## src/verilog/miner_pkg.sv

```systemverilog
//~~~~~~~~~~~~~~~~~~~~~~~~~~~~~~~~~~~~~~~~~~~~~~~~~~~~~~~~~~~~~~~~~~~~~~~~~~
// shared types and constants of the miner frame renderer
// referenced by scoped names from every RTL block
//~~~~~~~~~~~~~~~~~~~~~~~~~~~~~~~~~~~~~~~~~~~~~~~~~~~~~~~~~~~~~~~~~~~~~~~~~~
package miner_pkg;

	typedef logic [8:0] coord_x_t;
	typedef logic [7:0] coord_y_t;
	// 4:4:4 rgb
	typedef logic [11:0] color_t;

	typedef enum logic [1:0] {
		KIND_EMPTY   = 2'd0,
		KIND_GOLD    = 2'd1,
		KIND_STONE   = 2'd2,
		KIND_DIAMOND = 2'd3
	} obj_kind_t;

	typedef struct packed {
		coord_x_t  x;
		coord_y_t  y;
		obj_kind_t kind;
		logic      visible;
	} obj_rec_t;

	localparam int NUM_OBJECTS = 8;
	localparam int SPRITE_SIZE = 4;

	// top-left corners, kept inside a 32 x 24 screen
	localparam obj_rec_t OBJ_INIT [NUM_OBJECTS] = '{
		'{x: 9'd2,  y: 8'd10, kind: KIND_GOLD,    visible: 1'b1},
		'{x: 9'd8,  y: 8'd12, kind: KIND_GOLD,    visible: 1'b1},
		'{x: 9'd14, y: 8'd10, kind: KIND_STONE,   visible: 1'b1},
		'{x: 9'd20, y: 8'd14, kind: KIND_STONE,   visible: 1'b1},
		'{x: 9'd26, y: 8'd16, kind: KIND_DIAMOND, visible: 1'b1},
		'{x: 9'd4,  y: 8'd18, kind: KIND_EMPTY,   visible: 1'b1},
		'{x: 9'd10, y: 8'd18, kind: KIND_GOLD,    visible: 1'b1},
		'{x: 9'd22, y: 8'd19, kind: KIND_STONE,   visible: 1'b1}
	};

	localparam color_t SKY_COLOR   = 12'h4af;
	localparam color_t EARTH_COLOR = 12'h852;
	localparam color_t ROPE_COLOR  = 12'h333;
	// empty kind is colour zero, dropped as transparent
	localparam color_t KIND_COLOR [4] = '{12'h000, 12'hfd0, 12'h999, 12'h0ef};

	localparam coord_x_t ANCHOR_X = 9'd16;
	localparam coord_y_t ANCHOR_Y = 8'd2;
	localparam int ROPE_MIN  = 4;
	localparam int ROPE_MAX  = 40;
	localparam int ROPE_STEP = 4;
	localparam int HOOK_W    = 5;

endpackage

```

## src/verilog/background_drawer.sv

```systemverilog
//~~~~~~~~~~~~~~~~~~~~~~~~~~~~~~~~~~~~~~~~~~~~~~~~~~~~~~~~~~~~~~~~~~~~~~~~~~
// raster scan of the full screen, sky above the ground line, earth below
//~~~~~~~~~~~~~~~~~~~~~~~~~~~~~~~~~~~~~~~~~~~~~~~~~~~~~~~~~~~~~~~~~~~~~~~~~~
`timescale 1ns/1ns

module background_drawer #(
	parameter int SCREEN_W = 320,
	parameter int SCREEN_H = 240,
	parameter int GROUND_Y = 80
) (
	input  logic clk,
	input  logic resetn,
	input  logic enable,
	output miner_pkg::coord_x_t px,
	output miner_pkg::coord_y_t py,
	output miner_pkg::color_t pcolor,
	output logic pvalid,
	output logic done
);

	logic finished;
	logic end_of_row;
	logic last;

	assign pvalid = enable && !finished;
	assign end_of_row = px == miner_pkg::coord_x_t'(SCREEN_W - 1);
	assign last = pvalid && end_of_row && py == miner_pkg::coord_y_t'(SCREEN_H - 1);

	assign pcolor = (py < miner_pkg::coord_y_t'(GROUND_Y)) ?
		miner_pkg::SKY_COLOR : miner_pkg::EARTH_COLOR;

	always_ff @(posedge clk) begin
		if (!resetn) begin
			px <= '0;
			py <= '0;
			finished <= 1'b0;
			done <= 1'b0;
		end else begin
			done <= last;
			if (!enable) begin
				// rearm for the next frame
				px <= '0;
				py <= '0;
				finished <= 1'b0;
			end else if (pvalid) begin
				if (last) begin
					px <= '0;
					py <= '0;
					finished <= 1'b1;
				end else if (end_of_row) begin
					px <= '0;
					py <= py + 1'b1;
				end else begin
					px <= px + 1'b1;
				end
			end
		end
	end

endmodule

```

## src/verilog/frame_sequencer.sv

```systemverilog
//~~~~~~~~~~~~~~~~~~~~~~~~~~~~~~~~~~~~~~~~~~~~~~~~~~~~~~~~~~~~~~~~~~~~~~~~~~
// round FSM: enables the drawers in order, counts frames, flags round end
//~~~~~~~~~~~~~~~~~~~~~~~~~~~~~~~~~~~~~~~~~~~~~~~~~~~~~~~~~~~~~~~~~~~~~~~~~~
`timescale 1ns/1ns

module frame_sequencer #(
	parameter int ROUND_FRAMES = 60
) (
	input  logic clk,
	input  logic resetn,
	input  logic go,
	input  logic bg_done,
	input  logic sprite_done,
	input  logic rope_done,
	output logic bg_enable,
	output logic sprite_enable,
	output logic rope_enable,
	output logic frame_done,
	output logic round_over
);

	localparam int FW = $clog2(ROUND_FRAMES + 1);

	typedef enum logic [2:0] {
		S_IDLE,
		S_BG,
		S_SPRITES,
		S_ROPE,
		S_OVER
	} state_t;

	state_t state;
	logic [FW-1:0] frame_cnt;

	always_ff @(posedge clk) begin
		if (!resetn) begin
			state <= S_IDLE;
			frame_cnt <= '0;
			frame_done <= 1'b0;
		end else begin
			// one cycle behind the rope drawer's done
			frame_done <= (state == S_ROPE) && rope_done;
			case (state)
				S_IDLE, S_OVER: begin
					if (go) begin
						state <= S_BG;
						frame_cnt <= '0;
					end
				end
				S_BG: begin
					if (bg_done)
						state <= S_SPRITES;
				end
				S_SPRITES: begin
					if (sprite_done)
						state <= S_ROPE;
				end
				S_ROPE: begin
					if (rope_done) begin
						if (frame_cnt == FW'(ROUND_FRAMES - 1)) begin
							state <= S_OVER;
						end else begin
							state <= S_BG;
							frame_cnt <= frame_cnt + 1'b1;
						end
					end
				end
				default: state <= S_IDLE;
			endcase
		end
	end

	assign bg_enable = state == S_BG;
	assign sprite_enable = state == S_SPRITES;
	assign rope_enable = state == S_ROPE;
	// held until the next go
	assign round_over = state == S_OVER;

endmodule

```

## src/verilog/miner_view.sv

```systemverilog
//~~~~~~~~~~~~~~~~~~~~~~~~~~~~~~~~~~~~~~~~~~~~~~~~~~~~~~~~~~~~~~~~~~~~~~~~~~
// miner frame renderer top level, drives one shared pixel write port
//~~~~~~~~~~~~~~~~~~~~~~~~~~~~~~~~~~~~~~~~~~~~~~~~~~~~~~~~~~~~~~~~~~~~~~~~~~
`timescale 1ns/1ns

module miner_view #(
	parameter int SCREEN_W = 320,
	parameter int SCREEN_H = 240,
	parameter int GROUND_Y = 80,
	parameter int ROUND_FRAMES = 60
) (
	input  logic clk,
	input  logic resetn,
	input  logic go,
	input  logic drop,
	input  logic grab,
	input  logic [$clog2(miner_pkg::NUM_OBJECTS)-1:0] grab_index,
	output miner_pkg::coord_x_t x,
	output miner_pkg::coord_y_t y,
	output miner_pkg::color_t color,
	output logic write_en,
	output logic frame_done,
	output logic round_over
);

	logic bg_enable, sprite_enable, rope_enable;
	logic bg_done, sprite_done, rope_done;
	logic bg_pvalid, sprite_pvalid, rope_pvalid;
	miner_pkg::coord_x_t bg_px, sprite_px, rope_px;
	miner_pkg::coord_y_t bg_py, sprite_py, rope_py;
	miner_pkg::color_t bg_pcolor, sprite_pcolor, rope_pcolor;
	miner_pkg::obj_rec_t record;
	logic [$clog2(miner_pkg::NUM_OBJECTS)-1:0] read_index;

	object_table table0 (
		.clk(clk), .resetn(resetn),
		.grab(grab), .grab_index(grab_index),
		.read_index(read_index), .record(record)
	);

	background_drawer #(
		.SCREEN_W(SCREEN_W), .SCREEN_H(SCREEN_H), .GROUND_Y(GROUND_Y)
	) bg0 (
		.clk(clk), .resetn(resetn), .enable(bg_enable),
		.px(bg_px), .py(bg_py), .pcolor(bg_pcolor),
		.pvalid(bg_pvalid), .done(bg_done)
	);

	sprite_drawer spr0 (
		.clk(clk), .resetn(resetn), .enable(sprite_enable),
		.record(record), .read_index(read_index),
		.px(sprite_px), .py(sprite_py), .pcolor(sprite_pcolor),
		.pvalid(sprite_pvalid), .done(sprite_done)
	);

	rope_drawer rope0 (
		.clk(clk), .resetn(resetn), .enable(rope_enable), .drop(drop),
		.px(rope_px), .py(rope_py), .pcolor(rope_pcolor),
		.pvalid(rope_pvalid), .done(rope_done)
	);

	frame_sequencer #(.ROUND_FRAMES(ROUND_FRAMES)) seq0 (
		.clk(clk), .resetn(resetn), .go(go),
		.bg_done(bg_done), .sprite_done(sprite_done), .rope_done(rope_done),
		.bg_enable(bg_enable), .sprite_enable(sprite_enable),
		.rope_enable(rope_enable),
		.frame_done(frame_done), .round_over(round_over)
	);

	// one register stage between the drawers and the port
	pixel_arbiter arb0 (
		.clk(clk), .resetn(resetn),
		.bg_px(bg_px), .bg_py(bg_py), .bg_pcolor(bg_pcolor), .bg_pvalid(bg_pvalid),
		.sprite_px(sprite_px), .sprite_py(sprite_py),
		.sprite_pcolor(sprite_pcolor), .sprite_pvalid(sprite_pvalid),
		.rope_px(rope_px), .rope_py(rope_py),
		.rope_pcolor(rope_pcolor), .rope_pvalid(rope_pvalid),
		.x(x), .y(y), .color(color), .write_en(write_en)
	);

endmodule

```

## src/verilog/object_table.sv

```systemverilog
//~~~~~~~~~~~~~~~~~~~~~~~~~~~~~~~~~~~~~~~~~~~~~~~~~~~~~~~~~~~~~~~~~~~~~~~~~~
// object records of the round, read by the sprite drawer
// grab hides one entry from the next frame on
//~~~~~~~~~~~~~~~~~~~~~~~~~~~~~~~~~~~~~~~~~~~~~~~~~~~~~~~~~~~~~~~~~~~~~~~~~~
`timescale 1ns/1ns

module object_table (
	input  logic clk,
	input  logic resetn,
	input  logic grab,
	input  logic [$clog2(miner_pkg::NUM_OBJECTS)-1:0] grab_index,
	input  logic [$clog2(miner_pkg::NUM_OBJECTS)-1:0] read_index,
	output miner_pkg::obj_rec_t record
);

	miner_pkg::obj_rec_t entries [miner_pkg::NUM_OBJECTS];

	// reload the start layout on reset
	// afterwards only the visible bits change
	always_ff @(posedge clk) begin
		if (!resetn) begin
			for (int i = 0; i < miner_pkg::NUM_OBJECTS; i++) begin
				entries[i] <= miner_pkg::OBJ_INIT[i];
			end
		end else if (grab) begin
			entries[grab_index].visible <= 1'b0;
		end
	end

	// combinational read port
	assign record = entries[read_index];

endmodule

```

## src/verilog/pixel_arbiter.sv

```systemverilog
//~~~~~~~~~~~~~~~~~~~~~~~~~~~~~~~~~~~~~~~~~~~~~~~~~~~~~~~~~~~~~~~~~~~~~~~~~~
// picks one drawer's pixel per cycle and registers it onto the write port
//~~~~~~~~~~~~~~~~~~~~~~~~~~~~~~~~~~~~~~~~~~~~~~~~~~~~~~~~~~~~~~~~~~~~~~~~~~
`timescale 1ns/1ns

module pixel_arbiter (
	input  logic clk,
	input  logic resetn,
	input  miner_pkg::coord_x_t bg_px,
	input  miner_pkg::coord_y_t bg_py,
	input  miner_pkg::color_t bg_pcolor,
	input  logic bg_pvalid,
	input  miner_pkg::coord_x_t sprite_px,
	input  miner_pkg::coord_y_t sprite_py,
	input  miner_pkg::color_t sprite_pcolor,
	input  logic sprite_pvalid,
	input  miner_pkg::coord_x_t rope_px,
	input  miner_pkg::coord_y_t rope_py,
	input  miner_pkg::color_t rope_pcolor,
	input  logic rope_pvalid,
	output miner_pkg::coord_x_t x,
	output miner_pkg::coord_y_t y,
	output miner_pkg::color_t color,
	output logic write_en
);

	miner_pkg::coord_x_t sel_x;
	miner_pkg::coord_y_t sel_y;
	miner_pkg::color_t sel_color;
	logic sel_valid;

	// background first, then sprites, then rope
	always_comb begin
		sel_x = rope_px;
		sel_y = rope_py;
		sel_color = rope_pcolor;
		sel_valid = rope_pvalid;
		if (bg_pvalid) begin
			sel_x = bg_px;
			sel_y = bg_py;
			sel_color = bg_pcolor;
			sel_valid = 1'b1;
		end else if (sprite_pvalid) begin
			sel_x = sprite_px;
			sel_y = sprite_py;
			sel_color = sprite_pcolor;
			sel_valid = 1'b1;
		end
	end

	always_ff @(posedge clk) begin
		x <= sel_x;
		y <= sel_y;
		color <= sel_color;
	end

	// colour zero is transparent
	always_ff @(posedge clk) begin
		if (!resetn)
			write_en <= 1'b0;
		else
			write_en <= sel_valid && (sel_color != '0);
	end

endmodule

```

## src/verilog/rope_drawer.sv

```systemverilog
//~~~~~~~~~~~~~~~~~~~~~~~~~~~~~~~~~~~~~~~~~~~~~~~~~~~~~~~~~~~~~~~~~~~~~~~~~~
// vertical rope from the anchor with a short hook below its end
// length follows drop once per frame
//~~~~~~~~~~~~~~~~~~~~~~~~~~~~~~~~~~~~~~~~~~~~~~~~~~~~~~~~~~~~~~~~~~~~~~~~~~
`timescale 1ns/1ns

module rope_drawer (
	input  logic clk,
	input  logic resetn,
	input  logic enable,
	input  logic drop,
	output miner_pkg::coord_x_t px,
	output miner_pkg::coord_y_t py,
	output miner_pkg::color_t pcolor,
	output logic pvalid,
	output logic done
);

	localparam int CW = $clog2(miner_pkg::ROPE_MAX + miner_pkg::HOOK_W + 1);
	localparam logic [CW-1:0] LEN_MIN = CW'(miner_pkg::ROPE_MIN);
	localparam logic [CW-1:0] LEN_MAX = CW'(miner_pkg::ROPE_MAX);
	localparam logic [CW-1:0] LEN_STEP = CW'(miner_pkg::ROPE_STEP);
	localparam logic [CW-1:0] HOOK_LEN = CW'(miner_pkg::HOOK_W);
	localparam miner_pkg::coord_x_t HOOK_X0 =
		miner_pkg::ANCHOR_X - miner_pkg::coord_x_t'(miner_pkg::HOOK_W / 2);

	logic [CW-1:0] rope_len;
	logic [CW-1:0] cnt;
	logic [CW-1:0] hook_i;
	logic enable_q;
	logic start;
	logic finished;
	logic in_rope;
	logic last;

	assign start = enable && !enable_q;
	assign pvalid = enable && !finished;
	assign in_rope = cnt < rope_len;
	assign hook_i = cnt - rope_len;
	// first pixel is always rope, so the old length is fine on the start cycle
	assign last = pvalid && cnt == rope_len + HOOK_LEN - 1'b1;

	assign px = in_rope ? miner_pkg::ANCHOR_X : HOOK_X0 + miner_pkg::coord_x_t'(hook_i);
	assign py = miner_pkg::ANCHOR_Y +
		miner_pkg::coord_y_t'(in_rope ? cnt : rope_len);
	assign pcolor = miner_pkg::ROPE_COLOR;

	always_ff @(posedge clk) begin
		if (!resetn) begin
			rope_len <= LEN_MIN;
			cnt <= '0;
			enable_q <= 1'b0;
			finished <= 1'b0;
			done <= 1'b0;
		end else begin
			enable_q <= enable;
			done <= last;
			// drop sampled once, at the start of the rope pass
			if (start) begin
				if (drop) begin
					rope_len <= (rope_len >= LEN_MAX) ? LEN_MAX : rope_len + LEN_STEP;
				end else begin
					rope_len <= (rope_len <= LEN_MIN) ? LEN_MIN : rope_len - LEN_STEP;
				end
			end
			if (!enable) begin
				cnt <= '0;
				finished <= 1'b0;
			end else if (pvalid) begin
				cnt <= last ? '0 : cnt + 1'b1;
				finished <= last;
			end
		end
	end

endmodule

```

## src/verilog/sprite_drawer.sv

```systemverilog
//~~~~~~~~~~~~~~~~~~~~~~~~~~~~~~~~~~~~~~~~~~~~~~~~~~~~~~~~~~~~~~~~~~~~~~~~~~
// walks the object table and paints one square per entry
//~~~~~~~~~~~~~~~~~~~~~~~~~~~~~~~~~~~~~~~~~~~~~~~~~~~~~~~~~~~~~~~~~~~~~~~~~~
`timescale 1ns/1ns

module sprite_drawer (
	input  logic clk,
	input  logic resetn,
	input  logic enable,
	input  miner_pkg::obj_rec_t record,
	output logic [$clog2(miner_pkg::NUM_OBJECTS)-1:0] read_index,
	output miner_pkg::coord_x_t px,
	output miner_pkg::coord_y_t py,
	output miner_pkg::color_t pcolor,
	output logic pvalid,
	output logic done
);

	localparam int IW = $clog2(miner_pkg::NUM_OBJECTS);
	localparam int OW = $clog2(miner_pkg::SPRITE_SIZE);

	logic [IW-1:0] obj_idx;
	logic [OW-1:0] off_x;
	logic [OW-1:0] off_y;
	logic scanning;
	logic finished;
	logic row_end;
	logic sprite_end;
	logic last;

	// hidden objects still take their slot, they are just not valid
	assign scanning = enable && !finished;
	assign row_end = off_x == OW'(miner_pkg::SPRITE_SIZE - 1);
	assign sprite_end = row_end && off_y == OW'(miner_pkg::SPRITE_SIZE - 1);
	assign last = scanning && sprite_end && obj_idx == IW'(miner_pkg::NUM_OBJECTS - 1);

	assign read_index = obj_idx;
	assign px = record.x + miner_pkg::coord_x_t'(off_x);
	assign py = record.y + miner_pkg::coord_y_t'(off_y);
	assign pcolor = miner_pkg::KIND_COLOR[record.kind];
	assign pvalid = scanning && record.visible;

	always_ff @(posedge clk) begin
		if (!resetn) begin
			obj_idx <= '0;
			off_x <= '0;
			off_y <= '0;
			finished <= 1'b0;
			done <= 1'b0;
		end else begin
			done <= last;
			if (!enable) begin
				obj_idx <= '0;
				off_x <= '0;
				off_y <= '0;
				finished <= 1'b0;
			end else if (scanning) begin
				if (last) begin
					finished <= 1'b1;
				end
				// offset counter, x fastest, then y, then object
				if (row_end) begin
					off_x <= '0;
					if (sprite_end) begin
						off_y <= '0;
						obj_idx <= last ? '0 : obj_idx + 1'b1;
					end else begin
						off_y <= off_y + 1'b1;
					end
				end else begin
					off_x <= off_x + 1'b1;
				end
			end
		end
	end

endmodule
```

## config.mk

```make
export PLATFORM = sky130hd
export DESIGN_NAME = miner_view
export DESIGN_NICKNAME = d
export VERILOG_FILES = /design/src/verilog/miner_pkg.sv /design/src/verilog/background_drawer.sv /design/src/verilog/frame_sequencer.sv /design/src/verilog/miner_view.sv /design/src/verilog/object_table.sv /design/src/verilog/pixel_arbiter.sv /design/src/verilog/rope_drawer.sv /design/src/verilog/sprite_drawer.sv
export SDC_FILE = /design/constraint.sdc
export NUM_CORES = 1
export LEC_CHECK = 0
export BUFFER_PORTS_ARGS = -buffer_cell sky130_fd_sc_hd__buf_4
export CAP_MARGIN = 5
export CORE_UTILIZATION = 45
export DETAILED_ROUTE_END_ITERATION = 10
export PLACE_DENSITY = 0.64
export SYNTH_ARGS = -nofsm -noshare
export SYNTH_HDL_FRONTEND = slang
export SYNTH_HIERARCHICAL = 1
export SYNTH_SLANG_ARGS = --single-unit
```

## constraint.sdc

```tcl
create_clock -name clk -period 5.7 [get_ports clk]
set_clock_uncertainty 0.1 [all_clocks]
set_input_delay 1.425 -clock clk [delete_from_list [all_inputs] [get_ports clk]]
set_output_delay 1.425 -clock clk [all_outputs]
set_load 0.05 [all_outputs]
```

==> impl_metrics.yaml, run 1 <==
route:
  drtAntennaViolNets: 0
  drt_pass1_iterations: 7
  via_per_inst: 5.21
  first_iter_violations: 273
  wl_mm: 11.4
  drc: 0
  via_count: 4397
  post_drt_wl_per_cell_um: 13.5
synth:
  ys_ff_latch: 89
  syn_area_sq_um: 5680
  postSynthCellCount: 663
  synth_cell_types: 77
  ys.flop_type: "dfxtp_1"
  ys_seq_area_frac: 0.314
  syn_area_per_cell_sq_um: 8.57
  synth_warnings: 6
  async_reset_ff_frac: 0
  synth-edff-count: 0
timing:
  fmax_mhz: 303
  rsz0062_at_grt: "false"
  hold_viol_final: 0
  fin_crit_sh: 0.578
  worst_slew_pin_slew_ns: 1.06
  report.final.slew_viol_count: 0
  finalWorstSetupSlack_ns: 2.40
  period_needed_ns: 3.30
  setup_viol: 0
  finalSetupTns_ns: 0
  maxSlewHeadroom: 0.294
floorplan:
  core_sq_um: 12200
  rows: 40
  fp.dieH_um: 114
  die_width_um: 114
  initial_core_util: 0.467
  die_area_sq_um: 13100
  ios: 40
clocking:
  cts_tree: "yes"
  ctsResizeCount: 0
  cts_hold_buffers: 0
  clockBufferDepth: 2
  cts_buffers: 9
  cts_sinks: 89
  clock_latency_ns: 0.35
  root_buffer: "clkbuf_16"
  cts_setup_buffers: 0
  clk_pin_slew_ns: 0.06
  cts.htree.levels: 3
setup_path:
  worstSetupEndpointType: "register"
  critPathRequiredTime_ns: 5.83
  regToRegSetupSlack_ns: 2.40
  cp-startpoint: "seq0/state[0]"
  path_class: "register to register"
  start_kind: "register"
  r2r-start: "seq0/state[0]"
  r2r_cells: 8
  rr_endpoint: "arb0/write_en"
  cp_max_fo: 35
  arrival_ns: 3.42
global_route:
  top_usage_layer: "met2"
  met3_usage: 0.0339
  grt_usage: 0.181
  grt_pass1_wl_mm: 18.4
  overflow: 0
  antenna_found_initial: 0
  grt_max_degree: 36
  grtUsageMet1: 0.226
  grt_pass1_vias: 4007
  grtUsageMet2: 0.291
finish:
  drive_gt1_frac: 0.123
  final_common_cell: "dfxtp_1"
  area_growth_pct: 7.66
  stdcell_count: 844
  nNetsFinal: 714
  antenna_cells: 0
  final_cell_mix: "89 x dfxtp_1, 66 x nand2_1, 43 x nor2_1"
worst_hold_path:
  min_from: "table0/entries[7][0]"
  hold_path_class: "register to register"
  whs_path_depth: 1
  min_to: "table0/entries[7][0]"
flow_run:
  cap_violations: 0
placement:
  pre_cts_ws_ns: 2.41
  post-place-cells: 828
  port_buffers: 39
  routabilityCongestion: 0.912
  dp_hpwl_mm: 8.71
run_status:
  status: "complete, no violations"
power_and_ir_drop:
  power_mw: 1.42
  ir_drop_uv: 148
  p_leak_nw: 2.49
  power.density_nw_per_um2: 233
[routing by layer]
metal	vias up	wire length, um
li1	2228	-
met1	2069	5370
met2	78	5370
met3	22	314
met4	0	350
met5	-	0
[flip-flops by register name, summed over array words and instances, names as in the netlist, 2 cells and up]
signal / flops
seq0/state: 3
bg0/py: 8
seq0/frame_cnt: 6
table0/entries: 8
rope0/cnt: 6
spr0/read_index: 3
bg0/px: 9
arb0/color: 12
spr0/off_y: 2
arb0/x: 9
rope0/rope_len: 4
arb0/y: 8
spr0/off_x: 2
[cell families (layout without fill, tap and decap cells)]
group	Yosys count	count (layout)	share of synthesized area
xor+xnor	42	42	0.0647
fa+ha+maj	35	35	0.0797
other cells	5	28	0.00330
buf+inv	107	97	0.114
flops	89	89	0.314
simple gates	229	229	0.221
mux	40	40	0.0766
compound gates	116	116	0.127
[where the power goes]
part | leakage [nW] | switching, mW | internal (mW) | total (mW)
Clock | 0.155 | 0.247 | 0.383 | 0.630
Combinational | 1.61 | 0.103 | 0.0437 | 0.147
Sequential | 0.724 | 0.00776 | 0.640 | 0.647
Total | 2.49 | 0.357 | 1.07 | 1.42
[per-stage QoR]
| stage | hold WS, ns | util | instance area [sq um] |
|---|---|---|---|
| after floorplan | 0.332 | - | 5770 |
| after global placement | 0.356 | 0.477 | 5800 |
| after detailed placement | 0.355 | 0.477 | 5800 |
| after CTS | 0.370 | 0.503 | 6120 |
| after global routing | 0.386 | 0.503 | 6120 |
| final | 0.371 | 0.503 | 6120 |
[critical path: stages (launching register included)]
cell and delay, ns:
dfxtp_1 0.55, inv_1 0.10, nor3_1 0.55, nand2b_1 0.21
inv_1 0.71, buf_4 0.35, o21ai_0 0.14, nor4_1 0.33
a31oi_1 0.12
[layout make-up]
type | count | area [sq um]
Tap cell | 168 | 210
Clock inverter | 7 | 95.1
Timing Repair Buffer | 41 | 308
Sequential cell | 89 | 1780
Fill cell | 1163 | 6040
Clock buffer | 9 | 225
Inverter | 40 | 150
Multi-Input combinational cell | 490 | 3350
[worst max path at each step]
stage | endpoint | slack (ns)
floorplan | arb0/y[5] | 3.09
global placement | arb0/write_en | 2.53
detailed placement | arb0/write_en | 2.41
CTS | arb0/write_en | 2.39
global route | arb0/write_en | 2.11
finish | arb0/write_en | 2.40
[Yosys cell counts (all sizes together), types with 3 or more instances]
cell type  instances  area [sq um]
a21boi             3          22.5
a21o               4          30.0
a21oi             27           143
and2               6          37.5
and2b              3          25.0
and3              11          68.8
and4b              6          61.3
buf               62           477
clkbuf             5          20.0
conb               5          18.8
dfxtp             89          1780
ha                33           413
inv               40           150
mux2i             36           360
nand2             67           254
nand2b             6          40.0
nand3             18          90.1
nand3b             6          48.8
nand4             13          81.3
nand4b             4          65.1
nor2              44           165
nor2b              3          18.8
nor3              13          70.1
nor3b              4          30.0
nor4               5          31.3
nor4bb             3          30.0
o21a               3          22.5
o21ai             58           290
or3                6          37.5
xnor2             24           210
xor2              18           158
(Power assumes the default switching activity.)
==> inputs of run 2 (changes only) <==
PLACE_DENSITY = 0.67   (was 0.64)
clock period = 3 ns   (was 5.7 ns; I/O delays follow)
==> run 2 against run 1 <==
Net effect:
- first-iteration DRC count is 18% lower
- largest power group is now clock
- critical path type unchanged
- hold slack worse by 0.0039 ns
- non-clock buffer count is 12 higher
==> impl_metrics.yaml, run 2 (synthesized netlist as in run 1, its figures left out) <==
clocking:
  cts_setup_buffers: 0
  cts_tree: "yes"
  cts_buffers: 9
  clockBufferDepth: 2
  root_buffer: "clkbuf_16"
  clk_pin_slew_ns: 0.07
  cts_sinks: 89
  clock_latency_ns: 0.35
  cts.htree.levels: 3
timing:
  finalSetupTns_ns: 0
  report.final.slew_viol_count: 0
  fmax_mhz: 371
  period_needed_ns: 2.69
  setup_viol: 0
  rsz0062_at_grt: "false"
  hold_viol_final: 0
  maxSlewHeadroom: 0.590
  worst_slew_pin_slew_ns: 0.614
  fin_crit_sh: 0.898
finish:
  largest_register_ff_count: 12
  drive_gt1_frac: 0.140
  regMostFlops: "arb0/color"
  nNetsFinal: 726
  final_common_cell: "dfxtp_1"
  antenna_cells: 0
  final_cell_mix: "88 x dfxtp_1, 66 x nand2_1, 52 x buf_4"
  fin_util: 0.513
  reg_top3: "arb0/color (12), arb0/x (9), bg0/px (9)"
  area_growth_pct: 9.91
route:
  wl_mm: 11.5
  via_per_inst: 5.15
  post_drt_wl_per_cell_um: 13.4
  drtAntennaViolNets: 0
  first_iter_violations: 225
  via_count: 4412
  drc: 0
  drt_pass1_iterations: 5
setup_path:
  critPathRequiredTime_ns: 3.14
  worstSetupEndpointType: "register"
  path_class: "register to register"
  start_kind: "register"
  crit_slowest_cell: "dfxtp_2"
  cp_slowest_stage_delay_ns: 0.39
  arrival_ns: 2.83
  cp_max_fo: 6
  path_cells: "inv_1 -> ha_1 -> and2b_1 -> o221ai_2 -> a21o_1 -> nand2_1 -> o21ai_0 -> ha_1 -> nand3_1 -> xnor2_1 -> nand2_1 -> o21ai_0 -> mux2i_1 -> o21ai_1"
placement:
  dp_hpwl_mm: 8.67
  port_buffers: 39
  routabilityCongestion: 0.878
worst_hold_path:
  hold_path_class: "register to register"
floorplan:
  ios: 40
  die_width_um: 114
  initial_core_util: 0.467
  fp.dieH_um: 114
  core_sq_um: 12200
  die_area_sq_um: 13100
  rows: 40
global_route:
  antenna_found_initial: 0
  grt_max_degree: 65
  grt_pass1_wl_mm: 19.2
  overflow: 0
  grt_pass1_vias: 4176
  grt_usage: 0.185
power_and_ir_drop:
  p_leak_nw: 2.56
  ir_drop_uv: 213
  power.density_nw_per_um2: 450
run_status:
  status: "complete, no violations"
flow_run:
  cap_violations: 0
## run 2: cell types whose count changed in the layout (fill, tap and decap cells not counted)
cell / delta
buf_12: +1
buf_4: +11
bufinv_16: +1
clkinv_2: -1
clkinv_4: -1
clkinvlp_4: +1
dfxtp_1: -1
dfxtp_2: +1
## run 2: worst paths after layout
path	cells past startpoint	slack (ns)	start	endpoint
setup / recovery	14	0.31	rope0/rope_len[2]	arb0/y[5]
hold / removal	2	0.37	table0/entries[4][0]	table0/entries[4][0]
setup reg to reg	14	0.31	rope0/rope_len[2]	arb0/y[5]
hold reg to reg	2	0.37	table0/entries[4][0]	table0/entries[4][0]
## run 2: per-layer routing
metal,part of all wire,vias to the layer above,track usage
met3,0.036,23,0.0429
met2,0.46,83,0.303
met5,0,-,0
li1,-,2256,-
met1,0.48,2050,0.232
met4,0.024,0,0.0823
## run 2: layout make-up
cell class	instances	area, sq um
fill	1171	5920
multi-input combinational	490	3350
sequential	89	1780
timing repair buffer	53	410
clock buffer	9	225
tap	168	210
inverter	40	150
clock inverter	7	119
## run 2: timing repair
item                                   in CTS  in global routing
resized for setup                           0                  1
setup endpoints to repair                   0                  1
hold buffers                                0                  0
endpoints found under the hold margin       0                  0
## run 2: power by group
| part | internal (mW) | leakage (nW) | switching (mW) |
|---|---|---|---|
| sequential | 1.22 | 0.724 | 0.0157 |
| combinational | 0.0875 | 1.68 | 0.197 |
| clock | 0.813 | 0.162 | 0.484 |
## run 2: worst max-delay path: cells and delay by family (launching register included)
family / cells / cell delay, ns
AND/OR/NAND/NOR: 4 / 0.45
XOR/XNOR: 1 / 0.14
flip-flops: 1 / 0.39
adder cells (fa/ha/maj): 2 / 0.60
multiplexers: 1 / 0.15
AO/OA/AOI/OAI: 5 / 0.63
buffers and inverters: 1 / 0.12
## run 2: stage by stage
stage	worst slack (ns)	hold WS, ns	area [sq um]	power (mW)	instances
final	0.307	0.367	6240	2.81	856
after global routing	0.116	0.384	6240	2.90	856
after CTS	0.250	0.366	6240	2.84	856
after detailed placement	0.256	0.351	5900	1.54	840
after global placement	0.397	0.342	5900	1.54	840
after floorplan	0.395	0.332	5770	1.48	686
==> inputs of run 3 (changes only) <==
CTS_BUF_LIST = sky130_fd_sc_hd__clkbuf_4   (was not set)
PLACE_DENSITY = 0.64   (was 0.67)
clock period = 2.8 ns   (was 3 ns; I/O delays follow)
==> run 3 against run 2 <==
Net effect:
- global-route usage up 0.21 points
- non-clock buffer count grew 3
- maximum frequency is 4.1% higher
- utilization shrank 1.4 points
- power fell by 15%
- first-iteration DRC count rose by 1.8%
- clock power is 42% lower
- sequential power is 7% higher
- register-to-register slack lost 0.09 ns
- count of clock-buffer cells in the layout is the same
- combinational power increased by 8.8%
- sequential share of layout area increased by 0.86 points
==> impl_metrics.yaml, run 3 (synthesized netlist as in run 1, its figures left out) <==
run_status:
  status: "complete, no violations"
route:
  drc: 0
  drtAntennaViolNets: 0
  first_iter_violations: 229
  via_count: 4378
  wl_mm: 11.5
  drt_pass1_iterations: 4
  via_per_inst: 5.08
  post_drt_wl_per_cell_um: 13.4
power_and_ir_drop:
  ir_drop_uv: 230
  p_leak_nw: 2.48
  power.density_nw_per_um2: 392
timing:
  hold_viol_final: 0
  period_needed_ns: 2.59
  report.final.slew_viol_count: 0
  rsz0062_at_grt: "true"
  fin_crit_sh: 0.924
  worst_slew_pin_slew_ns: 0.910
  finalSetupTns_ns: 0
  maxSlewHeadroom: 0.393
  fmax_mhz: 387
  setup_viol: 0
global_route:
  top_usage_layer: "met2"
  antenna_found_initial: 0
  overflow: 0
  grtUsageMet2: 0.308
  grt_max_degree: 38
  grt_pass1_vias: 4069
  grtUsageMet1: 0.237
  grt_pass1_wl_mm: 19.0
  grt_usage: 0.187
  met3_usage: 0.0397
clocking:
  clockBufferDepth: 2
  clock_latency_ns: 0.48
  cts_sinks: 89
  cts.htree.levels: 3
  cts_tree: "yes"
  root_buffer: "clkbuf_4"
  cts_hold_buffers: 0
  clk_pin_slew_ns: 0.15
  cts_buffers: 9
setup_path:
  r2r_cells: 8
  rr_endpoint: "arb0/write_en"
  r2r-start: "spr0/read_index[1]"
  arrival_ns: 2.86
  regToRegSetupSlack_ns: 0.21
  worstSetupEndpointType: "register"
  critPathRequiredTime_ns: 3.07
  cp_max_fo: 15
  start_kind: "register"
  path_class: "register to register"
worst_hold_path:
  whs_path_depth: 2
  min_from: "table0/entries[5][0]"
  min_to: "table0/entries[5][0]"
  hold_path_class: "register to register"
finish:
  area_growth_pct: 6.91
  final_common_cell: "dfxtp_1"
  largest_register_ff_count: 12
  nNetsFinal: 730
  regMostFlops: "arb0/color"
  final_cell_mix: "87 x dfxtp_1, 66 x nand2_1, 56 x buf_4"
  reg_top3: "arb0/color (12), arb0/x (9), bg0/px (9)"
  stdcell_count: 862
  drive_gt1_frac: 0.147
placement:
  port_buffers: 39
  routabilityCongestion: 0.835
  post-place-cells: 843
  dp_hpwl_mm: 8.72
floorplan:
  die_width_um: 114
  rows: 40
  core_sq_um: 12200
  fp.dieH_um: 114
  initial_core_util: 0.467
  ios: 40
  die_area_sq_um: 13100
flow_run:
  cap_violations: 0
[run 3: stage by stage]
| stage | util | total power, mW | hold slack (ns) | cell area [sq um] | setup WS [ns] |
|---|---|---|---|---|---|
| global placement | 0.486 | 1.65 | 0.358 | 5910 | 0.0304 |
| global route | 0.499 | 2.49 | 0.412 | 6070 | -0.0443 |
| CTS | 0.498 | 2.41 | 0.383 | 6060 | 0.0574 |
| floorplan | - | 1.58 | 0.332 | 5770 | 0.195 |
| detailed placement | 0.486 | 1.65 | 0.362 | 5910 | -0.0637 |
| finish | 0.499 | 2.38 | 0.384 | 6070 | 0.213 |
[run 3: critical path, cell delays in order (launching register included)]
cell and delay (ns):
dfxtp_2 0.44, mux4_1 0.57, mux2_2 0.28, nand2_1 0.17
nor2_4 0.16, mux2i_1 0.20, o21ai_1 0.10, nor4_1 0.32
a31oi_1 0.12
[run 3: final cells by class]
type                            count  area, sq um
Antenna cell                        2         5.00
Clock buffer                        9         67.6
Clock inverter                      7         78.8
Fill cell                        1177         6090
Inverter                           40          150
Multi-Input combinational cell    491         3360
Sequential cell                    89         1790
Tap cell                          168          210
Timing Repair Buffer               56          420
[run 3: timing repair]
action | in CTS | in global routing
gates cloned | 1 | 0
setup endpoints to repair | 1 | 2
pin swaps | 1 | 0
gates resized for setup | 0 | 6
buffers inserted | 0 | 0
hold endpoints to repair | 0 | 0
[run 3: worst max-delay path by stage]
stage	start	slack, ns	to
after CTS	rope0/rope_len[2]	0.06	arb0/y[5]
after global placement	spr0/read_index[1]	0.03	arb0/write_en
after global routing	rope0/rope_len[2]	-0.04	arb0/y[5]
after floorplan	rope0/rope_len[2]	0.19	arb0/y[5]
final	spr0/read_index[1]	0.21	arb0/write_en
after detailed placement	spr0/read_index[1]	-0.06	arb0/write_en
[run 3: metal layers]
metal	part of all wire	wire [um]	vias to the layer above
li1	-	-	2275
met1	0.47	5360	2019
met2	0.48	5480	66
met3	0.039	453	18
met4	0.020	230	0
met5	0	0	-
[run 3: power by group]
group | switching, mW | internal [mW]
Clock | 0.478 | 0.279
Sequential | 0.0118 | 1.30
Combinational | 0.216 | 0.0943
Total | 0.706 | 1.67
